$ cat config.mk
export PLATFORM = sky130hd
export DESIGN_NAME = bru_pipeline_wrapper
export DESIGN_NICKNAME = d
export VERILOG_FILES = /design/src/verilog/bru_pkg.sv /design/src/verilog/bru_pipeline_wrapper.sv /design/src/verilog/bru_pipeline.sv /design/src/verilog/bru_output_stage.sv /design/src/verilog/bru_exec_stage.sv /design/src/verilog/bru_operand_stage.sv
export VERILOG_INCLUDE_DIRS = /design/src /design/src/verilog
export SDC_FILE = /design/constraint.sdc
export NUM_CORES = 1
export LEC_CHECK = 0
export BUFFER_PORTS_ARGS = -buffer_cell sky130_fd_sc_hd__buf_2
export CORE_AREA = 2 2 278 280
export CTS_CLUSTER_DIAMETER = 200
export DETAILED_ROUTE_END_ITERATION = 8
export DIE_AREA = 0 0 280 282
export PLACE_DENSITY = 0.63
export SLEW_MARGIN = 20
export SYNTH_ARGS = -nofsm -noshare
export SYNTH_HDL_FRONTEND = slang
export SYNTH_SLANG_ARGS = --single-unit
$ cat constraint.sdc
create_clock -name CLK -period 17.66 [get_ports CLK]
set_clock_uncertainty 0.1 [all_clocks]
set_input_delay 3.532 -clock CLK [delete_from_list [all_inputs] [get_ports CLK]]
set_output_delay 3.532 -clock CLK [all_outputs]
set_load 0.005 [all_outputs]
$ cat src/verilog/bru_settings.svh
`ifndef BRU_SETTINGS_SVH
`define BRU_SETTINGS_SVH

// ------------------------------------------------------------------------
// branch unit sizing
// ------------------------------------------------------------------------

// physical register tag width
`define BRU_LOG_PR_COUNT 7

// reorder buffer index width
`define BRU_LOG_ROB_ENTRIES 6

// register file forward banks
`define BRU_PRF_BANK_COUNT 4
`define BRU_LOG_PRF_BANK_COUNT 2

`endif
$ cat src/verilog/bru_pkg.sv
`include "bru_settings.svh"

package bru_pkg;

	// jumps sit in the low codes, conditional branches above 8
	typedef enum logic [3:0] {
		JALR = 4'b0000,
		JAL  = 4'b0001,
		BEQ  = 4'b1000,
		BNE  = 4'b1001,
		BLT  = 4'b1100,
		BGE  = 4'b1101,
		BLTU = 4'b1110,
		BGEU = 4'b1111
	} bru_op_t;

	// ------------------------------------------------------------------------
	// immediate field
	// ------------------------------------------------------------------------

	// branch and jalr view, 12-bit offset in the low bits
	typedef struct packed {
		logic [7:0] pad;
		logic signed [11:0] offset;
	} bru_imm_br_t;

	// jal reads all 20 bits as a halfword offset
	typedef union packed {
		bru_imm_br_t br;
		logic signed [19:0] jal;
	} bru_imm_u;

	// ------------------------------------------------------------------------
	// pipeline payloads
	// ------------------------------------------------------------------------

	typedef struct packed {
		bru_op_t op;
		logic [1:0] pred_info;
		logic [31:0] PC;
		logic [31:0] pred_PC;
		bru_imm_u imm;
		logic A_unneeded_or_is_zero;
		logic A_forward;
		logic [`BRU_LOG_PRF_BANK_COUNT-1:0] A_bank;
		logic B_unneeded_or_is_zero;
		logic B_forward;
		logic [`BRU_LOG_PRF_BANK_COUNT-1:0] B_bank;
		logic [`BRU_LOG_PR_COUNT-1:0] dest_PR;
		logic [`BRU_LOG_ROB_ENTRIES-1:0] ROB_index;
	} bru_issue_t;

	// op with both operands resolved
	typedef struct packed {
		bru_op_t op;
		logic [1:0] pred_info;
		logic [31:0] PC;
		logic [31:0] pred_PC;
		bru_imm_u imm;
		logic [`BRU_LOG_PR_COUNT-1:0] dest_PR;
		logic [`BRU_LOG_ROB_ENTRIES-1:0] ROB_index;
		logic [31:0] A;
		logic [31:0] B;
	} bru_exec_in_t;

	typedef struct packed {
		logic [31:0] data;
		logic [`BRU_LOG_PR_COUNT-1:0] PR;
		logic [`BRU_LOG_ROB_ENTRIES-1:0] ROB_index;
	} bru_wb_t;

	typedef struct packed {
		logic [`BRU_LOG_ROB_ENTRIES-1:0] ROB_index;
		logic is_mispredict;
		logic is_taken;
		logic [1:0] updated_pred_info;
		logic [31:0] start_PC;
		logic [31:0] target_PC;
	} bru_notif_t;

endpackage

$ cat src/verilog/bru_pipeline_wrapper.sv
`timescale 1ns/1ps

`include "bru_settings.svh"

module bru_pipeline_wrapper (
	input logic CLK,
	input logic nRST,

	// issue from the branch queue
	input logic next_issue_valid,
	input bru_pkg::bru_issue_t next_issue,
	output logic last_issue_ready,

	// register-read responses
	input logic next_A_reg_read_resp_valid,
	input logic [31:0] next_A_reg_read_resp_data,
	input logic next_B_reg_read_resp_valid,
	input logic [31:0] next_B_reg_read_resp_data,

	input logic [`BRU_PRF_BANK_COUNT-1:0][31:0] next_forward_data_by_bank,

	// writeback to the register file
	output logic last_WB_valid,
	output bru_pkg::bru_wb_t last_WB,
	input logic next_WB_ready,

	// notification to the ROB
	output logic last_branch_notif_valid,
	output bru_pkg::bru_notif_t last_branch_notif,
	input logic next_branch_notif_ready
);
	import bru_pkg::*;

	// ------------------------------------------------------------------------
	// pipeline side of the boundary registers
	// ------------------------------------------------------------------------

	logic issue_valid;
	bru_issue_t issue;
	logic issue_ready;
	logic A_reg_read_resp_valid;
	logic [31:0] A_reg_read_resp_data;
	logic B_reg_read_resp_valid;
	logic [31:0] B_reg_read_resp_data;
	logic [`BRU_PRF_BANK_COUNT-1:0][31:0] forward_data_by_bank;
	logic WB_valid;
	bru_wb_t WB;
	logic WB_ready;
	logic branch_notif_valid;
	bru_notif_t branch_notif;
	logic branch_notif_ready;

	bru_pipeline u_bru_pipeline (.*);

	// ------------------------------------------------------------------------
	// one cycle on every input and every output
	// ------------------------------------------------------------------------

	always_ff @(posedge CLK, negedge nRST) begin
		if (!nRST) begin
			issue_valid <= 1'b0;
			issue <= '0;
			last_issue_ready <= 1'b0;
			A_reg_read_resp_valid <= 1'b0;
			A_reg_read_resp_data <= '0;
			B_reg_read_resp_valid <= 1'b0;
			B_reg_read_resp_data <= '0;
			forward_data_by_bank <= '0;
			last_WB_valid <= 1'b0;
			last_WB <= '0;
			WB_ready <= 1'b0;
			last_branch_notif_valid <= 1'b0;
			last_branch_notif <= '0;
			branch_notif_ready <= 1'b0;
		end else begin
			issue_valid <= next_issue_valid;
			issue <= next_issue;
			last_issue_ready <= issue_ready;
			A_reg_read_resp_valid <= next_A_reg_read_resp_valid;
			A_reg_read_resp_data <= next_A_reg_read_resp_data;
			B_reg_read_resp_valid <= next_B_reg_read_resp_valid;
			B_reg_read_resp_data <= next_B_reg_read_resp_data;
			forward_data_by_bank <= next_forward_data_by_bank;
			last_WB_valid <= WB_valid;
			last_WB <= WB;
			WB_ready <= next_WB_ready;
			last_branch_notif_valid <= branch_notif_valid;
			last_branch_notif <= branch_notif;
			branch_notif_ready <= next_branch_notif_ready;
		end
	end

endmodule

$ cat src/verilog/bru_pipeline.sv
`timescale 1ns/1ps

`include "bru_settings.svh"

module bru_pipeline (
	input logic CLK,
	input logic nRST,

	input logic issue_valid,
	input bru_pkg::bru_issue_t issue,
	output logic issue_ready,

	input logic A_reg_read_resp_valid,
	input logic [31:0] A_reg_read_resp_data,
	input logic B_reg_read_resp_valid,
	input logic [31:0] B_reg_read_resp_data,

	input logic [`BRU_PRF_BANK_COUNT-1:0][31:0] forward_data_by_bank,

	output logic WB_valid,
	output bru_pkg::bru_wb_t WB,
	input logic WB_ready,

	output logic branch_notif_valid,
	output bru_pkg::bru_notif_t branch_notif,
	input logic branch_notif_ready
);
	import bru_pkg::*;

	// operand stage to exec
	logic opnd_valid;
	logic opnd_ready;
	bru_exec_in_t opnd;

	// exec to output stage
	logic ex_valid;
	logic ex_ready;
	logic ex_wb_needed;
	bru_wb_t ex_wb;
	bru_notif_t ex_notif;

	bru_operand_stage u_operand_stage (
		.CLK(CLK),
		.nRST(nRST),
		.issue_valid(issue_valid),
		.issue(issue),
		.issue_ready(issue_ready),
		.A_reg_read_resp_valid(A_reg_read_resp_valid),
		.A_reg_read_resp_data(A_reg_read_resp_data),
		.B_reg_read_resp_valid(B_reg_read_resp_valid),
		.B_reg_read_resp_data(B_reg_read_resp_data),
		.forward_data_by_bank(forward_data_by_bank),
		.out_valid(opnd_valid),
		.out(opnd),
		.out_ready(opnd_ready)
	);

	bru_exec_stage u_exec_stage (
		.CLK(CLK),
		.nRST(nRST),
		.in_valid(opnd_valid),
		.in(opnd),
		.in_ready(opnd_ready),
		.out_valid(ex_valid),
		.wb_needed(ex_wb_needed),
		.wb(ex_wb),
		.notif(ex_notif),
		.out_ready(ex_ready)
	);

	// output stage ready ripples back through exec to issue_ready
	bru_output_stage u_output_stage (
		.CLK(CLK),
		.nRST(nRST),
		.in_valid(ex_valid),
		.wb_needed(ex_wb_needed),
		.wb(ex_wb),
		.notif(ex_notif),
		.in_ready(ex_ready),
		.WB_valid(WB_valid),
		.WB(WB),
		.WB_ready(WB_ready),
		.branch_notif_valid(branch_notif_valid),
		.branch_notif(branch_notif),
		.branch_notif_ready(branch_notif_ready)
	);

endmodule

$ cat src/verilog/bru_output_stage.sv
`timescale 1ns/1ps

module bru_output_stage (
	input logic CLK,
	input logic nRST,

	input logic in_valid,
	input logic wb_needed,
	input bru_pkg::bru_wb_t wb,
	input bru_pkg::bru_notif_t notif,
	output logic in_ready,

	output logic WB_valid,
	output bru_pkg::bru_wb_t WB,
	input logic WB_ready,

	output logic branch_notif_valid,
	output bru_pkg::bru_notif_t branch_notif,
	input logic branch_notif_ready
);
	logic wb_free;
	logic notif_free;
	logic accept;

	// a slot is free when empty or draining this cycle
	assign wb_free = !WB_valid || WB_ready;
	assign notif_free = !branch_notif_valid || branch_notif_ready;

	// every op sends a notification, only jumps write back
	assign in_ready = notif_free && (!wb_needed || wb_free);
	assign accept = in_valid && in_ready;

	always_ff @(posedge CLK, negedge nRST) begin
		if (!nRST) begin
			WB_valid <= 1'b0;
			branch_notif_valid <= 1'b0;
		end else begin
			if (accept && wb_needed)
				WB_valid <= 1'b1;
			else if (WB_ready)
				WB_valid <= 1'b0;

			if (accept)
				branch_notif_valid <= 1'b1;
			else if (branch_notif_ready)
				branch_notif_valid <= 1'b0;
		end
	end

	always_ff @(posedge CLK) begin
		if (accept && wb_needed)
			WB <= wb;
		if (accept)
			branch_notif <= notif;
	end

	// stalled slots hold steady until taken
	assert property (@(posedge CLK) disable iff (!nRST)
		WB_valid && !WB_ready |=> WB_valid && $stable(WB));
	assert property (@(posedge CLK) disable iff (!nRST)
		branch_notif_valid && !branch_notif_ready |=>
			branch_notif_valid && $stable(branch_notif));

endmodule

$ cat src/verilog/bru_exec_stage.sv
`timescale 1ns/1ps

module bru_exec_stage (
	input logic CLK,
	input logic nRST,

	input logic in_valid,
	input bru_pkg::bru_exec_in_t in,
	output logic in_ready,

	output logic out_valid,
	output logic wb_needed,
	output bru_pkg::bru_wb_t wb,
	output bru_pkg::bru_notif_t notif,
	input logic out_ready
);
	import bru_pkg::*;

	logic [31:0] br_offset;
	logic [31:0] jal_offset;
	logic [31:0] jalr_sum;
	logic [31:0] target;
	logic [31:0] link_pc;
	logic [31:0] next_pc;
	logic taken;
	logic is_jump;
	logic [1:0] counter_next;
	logic accept;

	// halfword offsets, doubled into bytes
	assign br_offset = {{19{in.imm.br.offset[11]}}, in.imm.br.offset, 1'b0};
	assign jal_offset = {{11{in.imm.jal[19]}}, in.imm.jal, 1'b0};
	assign jalr_sum = in.A + {{20{in.imm.br.offset[11]}}, in.imm.br.offset};
	assign link_pc = in.PC + 32'd4;
	assign is_jump = (in.op == JAL) || (in.op == JALR);

	always_comb begin
		case (in.op)
			BEQ: taken = in.A == in.B;
			BNE: taken = in.A != in.B;
			BLT: taken = $signed(in.A) < $signed(in.B);
			BGE: taken = $signed(in.A) >= $signed(in.B);
			BLTU: taken = in.A < in.B;
			BGEU: taken = in.A >= in.B;
			JAL, JALR: taken = 1'b1;
			default: taken = 1'b0;
		endcase
	end

	always_comb begin
		case (in.op)
			JAL: target = in.PC + jal_offset;
			JALR: target = {jalr_sum[31:1], 1'b0};
			default: target = in.PC + br_offset;
		endcase
	end

	assign next_pc = taken ? target : link_pc;

	// saturating 2-bit counter
	always_comb begin
		if (taken)
			counter_next = (in.pred_info == 2'b11) ? 2'b11 : in.pred_info + 2'd1;
		else
			counter_next = (in.pred_info == 2'b00) ? 2'b00 : in.pred_info - 2'd1;
	end

	assign in_ready = !out_valid || out_ready;
	assign accept = in_valid && in_ready;

	always_ff @(posedge CLK, negedge nRST) begin
		if (!nRST) begin
			out_valid <= 1'b0;
			wb_needed <= 1'b0;
		end else if (in_ready) begin
			out_valid <= in_valid;
			wb_needed <= in_valid && is_jump;
		end
	end

	always_ff @(posedge CLK) begin
		if (accept) begin
			wb.data <= link_pc;
			wb.PR <= in.dest_PR;
			wb.ROB_index <= in.ROB_index;
			notif.ROB_index <= in.ROB_index;
			notif.is_mispredict <= next_pc != in.pred_PC;
			notif.is_taken <= taken;
			notif.updated_pred_info <= counter_next;
			notif.start_PC <= in.PC;
			// restart PC, the target if taken and the fall-through otherwise
			notif.target_PC <= next_pc;
		end
	end

	assert property (@(posedge CLK) disable iff (!nRST)
		in_valid |-> in.op inside {BEQ, BNE, BLT, BGE, BLTU, BGEU, JAL, JALR});

endmodule

$ cat src/verilog/bru_operand_stage.sv
`timescale 1ns/1ps

`include "bru_settings.svh"

module bru_operand_stage (
	input logic CLK,
	input logic nRST,

	input logic issue_valid,
	input bru_pkg::bru_issue_t issue,
	output logic issue_ready,

	input logic A_reg_read_resp_valid,
	input logic [31:0] A_reg_read_resp_data,
	input logic B_reg_read_resp_valid,
	input logic [31:0] B_reg_read_resp_data,

	input logic [`BRU_PRF_BANK_COUNT-1:0][31:0] forward_data_by_bank,

	output logic out_valid,
	output bru_pkg::bru_exec_in_t out,
	input logic out_ready
);
	import bru_pkg::*;

	bru_issue_t op_q;
	logic valid_q;
	// index 0 is A, index 1 is B
	logic [1:0] have_q;
	logic [1:0][31:0] data_q;
	logic [1:0] src_forward;
	logic [1:0][`BRU_LOG_PRF_BANK_COUNT-1:0] src_bank;
	logic [1:0] resp_valid;
	logic [1:0][31:0] resp_data;
	logic [1:0] present;
	logic [1:0][31:0] value;
	logic take;
	logic leave;

	assign src_forward = {op_q.B_forward, op_q.A_forward};
	assign src_bank = {op_q.B_bank, op_q.A_bank};
	assign resp_valid = {B_reg_read_resp_valid, A_reg_read_resp_valid};
	assign resp_data = {B_reg_read_resp_data, A_reg_read_resp_data};

	// captured value first, then forward bank, then read response
	always_comb begin
		for (int i = 0; i < 2; i++) begin
			present[i] = have_q[i] | src_forward[i] | resp_valid[i];
			if (have_q[i])
				value[i] = data_q[i];
			else if (src_forward[i])
				value[i] = forward_data_by_bank[src_bank[i]];
			else
				value[i] = resp_data[i];
		end
	end

	assign out_valid = valid_q & (&present);
	assign leave = out_valid & out_ready;
	assign issue_ready = !valid_q | leave;
	assign take = issue_valid & issue_ready;

	always_ff @(posedge CLK, negedge nRST) begin
		if (!nRST) begin
			valid_q <= 1'b0;
			have_q <= 2'b00;
		end else if (take) begin
			valid_q <= 1'b1;
			// zero operands are complete on arrival
			have_q <= {issue.B_unneeded_or_is_zero, issue.A_unneeded_or_is_zero};
		end else if (leave) begin
			valid_q <= 1'b0;
			have_q <= 2'b00;
		end else if (valid_q) begin
			have_q <= have_q | present;
		end
	end

	always_ff @(posedge CLK) begin
		if (take) begin
			op_q <= issue;
			data_q <= '0;
		end else begin
			data_q <= value;
		end
	end

	assign out.op = op_q.op;
	assign out.pred_info = op_q.pred_info;
	assign out.PC = op_q.PC;
	assign out.pred_PC = op_q.pred_PC;
	assign out.imm = op_q.imm;
	assign out.dest_PR = op_q.dest_PR;
	assign out.ROB_index = op_q.ROB_index;
	assign out.A = value[0];
	assign out.B = value[1];

	// responses only for a held op still waiting on that operand
	assert property (@(posedge CLK) disable iff (!nRST)
		(resp_valid & ~({2{valid_q}} & ~have_q & ~src_forward)) == 2'b00);

endmodule

==> load_flow_metrics.sql <==
INSERT INTO impl_metrics (metric_group, metric, value, unit) VALUES
('finish', 'syn_to_final_growth', '19.21', '%'),
('floorplanning', 'die_w', '280', 'µm'),
('floorplanning', 'top_level_ports', '432', ''),
('detailed_routing', 'drt-met1-wl', '37.79', 'mm'),
('finish', 'layout.nets', '3078', ''),
('clock_network', 'clock_tree_from_tritoncts', 'built', ''),
('power', 'leakage', '16.03', 'nW'),
('timing', 'timing.setup.tns', '0', 'ns'),
('finish', 'final_layout_size_suffix_gt1_frac', '0.2546', ''),
('critical_path', 'critical_path_peak_fanout', '50', ''),
('critical_path', 'worstPathArrival', '7.33', 'ns'),
('floorplanning', 'initial_cell_density_of_the_core', '0.4276', ''),
('yosys', 'ys.warnings.count', '0', ''),
('clock_network', 'cts.repair_timing.setup_buffer_count', '0', ''),
('floorplanning', 'core-area', '75700', 'µm²'),
('clock_network', 'cts_hold_buffers', '0', ''),
('detailed_routing', 'drc', '0', ''),
('yosys', 'syn_area', '32370', 'µm²'),
('yosys', 'yosysTopAreaCell', 'dfrtp_1', ''),
('detailed_routing', 'met2_wirelength', '41.11', 'mm'),
('placed_design', 'dpl_worst_slack', '10.74', 'ns'),
('finish', 'diodes', '0', ''),
('detailed_routing', 'drt_iter0_drc', '1427', ''),
('floorplanning', 'floorplan.die_area', '78960', 'µm²'),
('status', 'outcome', 'completed', ''),
('placed_design', 'detailed_placement_wirelength_estimate', '61.98', 'mm'),
('clock_network', 'number_of_buffers_created_by_cts', '86', ''),
('yosys', 'post_synth.cell_area_avg', '14.59', 'µm²'),
('timing', 'slew_at_the_pin_with_the_worst_max_slew_slack', '0.9710', 'ns'),
('power', 'power.density_cell_area', '172.6', 'nW/µm²'),
('run', 'max-cap-violations', '0', ''),
('critical_path', 'timing.critical_path.to_type', 'flip-flop', ''),
('critical_path', 'crit_required', '17.94', 'ns'),
('power', 'vdd.ir_drop.worst', '0.08295', 'mV'),
('yosys', 'netlist_top_cells_count', '437 x dfrtp_1, 339 x edfxtp_1, 145 x nor2_1, 136 x nand2_1, 131 x a21oi_1', ''),
('yosys', 'leading_cell_types_by_total_area_after_synthesis', 'dfrtp_1 34%, edfxtp_1 31%, mux4_2 4.4%', ''),
('yosys', 'postSynth.asyncResetShare', '0.5202', ''),
('yosys', 'synth.yosys.seq_area_share', '0.6919', ''),
('power', 'power', '0.006658', 'W'),
('critical_path', 'start_kind', 'flip-flop', ''),
('grt', 'grt_antenna_before_repair', '2', ''),
('clock_network', 'h_tree_levels', '3', ''),
('clock_network', 'clock_latency_reported_for_the_late_side_of_the_worst_skew_pair', '0.66', 'ns'),
('grt', 'first_global_vias', '20530', ''),
('timing', 'setup_violations', '0', ''),
('clock_network', 'cts.sink_count', '840', ''),
('detailed_routing', 'postRouteWirelength', '85.15', 'mm'),
('critical_path', 'regToRegStartpoint', 'u_bru_pipeline.u_operand_stage.op_q[17]', ''),
('placed_design', 'port-buffer-count', '431', ''),
('clock_network', 'cts.root.buffer_cell', 'clkbuf_16', ''),
('grt', 'track_usage', '0.2157', ''),
('yosys', 'ys_seq_elements', '840', ''),
('detailed_routing', 'wl_per_cell', '22.86', 'µm'),
('grt', 'globalRouteOverflowTotal', '0', ''),
('grt', 'grt_pass1_wl', '127.4', 'mm'),
('yosys', 'ys.flop_type', 'dfrtp_1', ''),
('hold_path', 'min_from', 'u_bru_pipeline.u_output_stage.branch_notif[28]', ''),
('yosys', 'yosys.cell_types.count', '86', ''),
('grt', 'grt_start_max_net_pins', '82', ''),
('critical_path', 'path_cells', 'buf_4, mux4_2, mux2i_1, o21ai_0, ha_1, nand4_1, nor4_1, o41a_1, o21a_1, nor2_4, buf_4, inv_2, mux2_2, o221ai_1, a2111oi_2, nand4_1, nor3_1, nand4_1', ''),
('yosys', 'yosysMostFrequentCell', 'dfrtp_1', ''),
('clock_network', 'cts.clk_slew.worst_paths', '0.07', 'ns'),
('yosys', 'post-synth-top-area-fraction', '0.3378', ''),
('detailed_routing', 'wl_met3', '4.172', 'mm'),
('critical_path', 'critical-path-max-stage-delay', '0.97', 'ns'),
('critical_path', 'cpMaxStageDelayCell', 'edfxtp_1', ''),
('detailed_routing', 'route.vias.total', '19970', ''),
('placed_design', 'routabilityCongestion', '0.9164', ''),
('floorplanning', 'chipHeight', '282', 'µm'),
('critical_path', 'crit_path_start', 'u_bru_pipeline.u_operand_stage.op_q[17]', ''),
('yosys', 'synth_enable_flop_cells', '339', '');
## worst paths after layout
| kind | end | slack [ns] | cells past startpoint |
|---|---|---|---|
| worst max-delay path | u_bru_pipeline.u_exec_stage.notif[67] | 10.60 | 18 |
| worst min register to register | last_branch_notif[28] | 0.23 | 0 |
| min in group asynchronous | last_WB[13] | 2.73 | 1 |
| max in group asynchronous | forward_data_by_bank[115] | 12.45 | 3 |
| worst max register to register | u_bru_pipeline.u_exec_stage.notif[67] | 10.60 | 18 |
| worst min-delay path | last_branch_notif[28] | 0.23 | 0 |
## power breakdown
group	total (W)	switching (W)	internal, W
logic	0.00199	0.00128	0.000715
registers	0.00281	0.000226	0.00259
clock network	0.00185	0.000758	0.00110
total	0.00666	0.00226	0.00440
## metrics by stage
stage / cell area, µm² / util / std cells
final: 38590 / 0.5098 / 3724
after global routing: 38590 / 0.5098 / 3724
after CTS: 38580 / 0.5097 / 3724
after detailed placement: 35620 / 0.4706 / 3563
after global placement: 35620 / 0.4706 / 3563
after floorplan: 32370 / - / 2219
## routing by layer
| metal | track usage | vias up |
|---|---|---|
| li1 | - | 9122 |
| met1 | 0.2980 | 10030 |
| met2 | 0.3580 | 687 |
| met3 | 0.03016 | 130 |
| met4 | 0.06170 | 2 |
| met5 | 0 | - |
## cell families after synthesis
kind of cell / Yosys count / synth area share
AO/OA/AOI/OAI: 426 / 0.08670
XOR/XNOR: 92 / 0.02489
adder cells (fa/ha/maj): 96 / 0.03750
buffers and inverters: 132 / 0.01581
flip-flops: 840 / 0.6919
multiplexers: 148 / 0.07051
AND/OR/NAND/NOR: 485 / 0.07267
## registers in the layout, indices dropped and copies added (netlist names), 2 cells and up
signal,count
forward_data_by_bank,128
issue,111
u_bru_pipeline.u_operand_stage.out,103
last_branch_notif,74
u_bru_pipeline.u_output_stage.branch_notif,74
u_bru_pipeline.u_exec_stage.notif,72
u_bru_pipeline.u_operand_stage.data_q,64
last_WB,45
u_bru_pipeline.u_output_stage.WB,45
u_bru_pipeline.u_exec_stage.wb,39
A_reg_read_resp_data,32
B_reg_read_resp_data,32
u_bru_pipeline.u_operand_stage.op_q,6
u_bru_pipeline.u_operand_stage.have_q,2
## worst max-delay path: cells and delay by family, from the launching register on
kind / cells / cell delay [ns]
multiplexers: 3 / 1.03
flip-flops: 1 / 0.97
AO/OA/AOI/OAI: 5 / 1.45
adder cells (fa/ha/maj): 1 / 0.39
buffers and inverters: 3 / 1.48
AND/OR/NAND/NOR: 6 / 1.31
## layout by cell type (no fill, tap or decap), drive strengths merged, types with 64 or more instances in the layout
cell,count
dfrtp,437
nand2,136
buf,455
a21oi,131
ha,93
clkbuf,119
o21ai,88
mux2i,78
dfxtp,64
nor2,148
edfxtp,339
## final cells by class
cell class / count / area (µm²)
Fill cell: 6383 / 37110
Tap cell: 978 / 1224
Inverter: 43 / 161.4
Clock inverter: 42 / 561.8
Clock buffer: 119 / 2399
Multi-Input combinational cell: 1247 / 9489
Timing Repair Buffer: 455 / 2351
Sequential cell: 840 / 22400
Note: power is estimated with default switching activity, not from simulation.
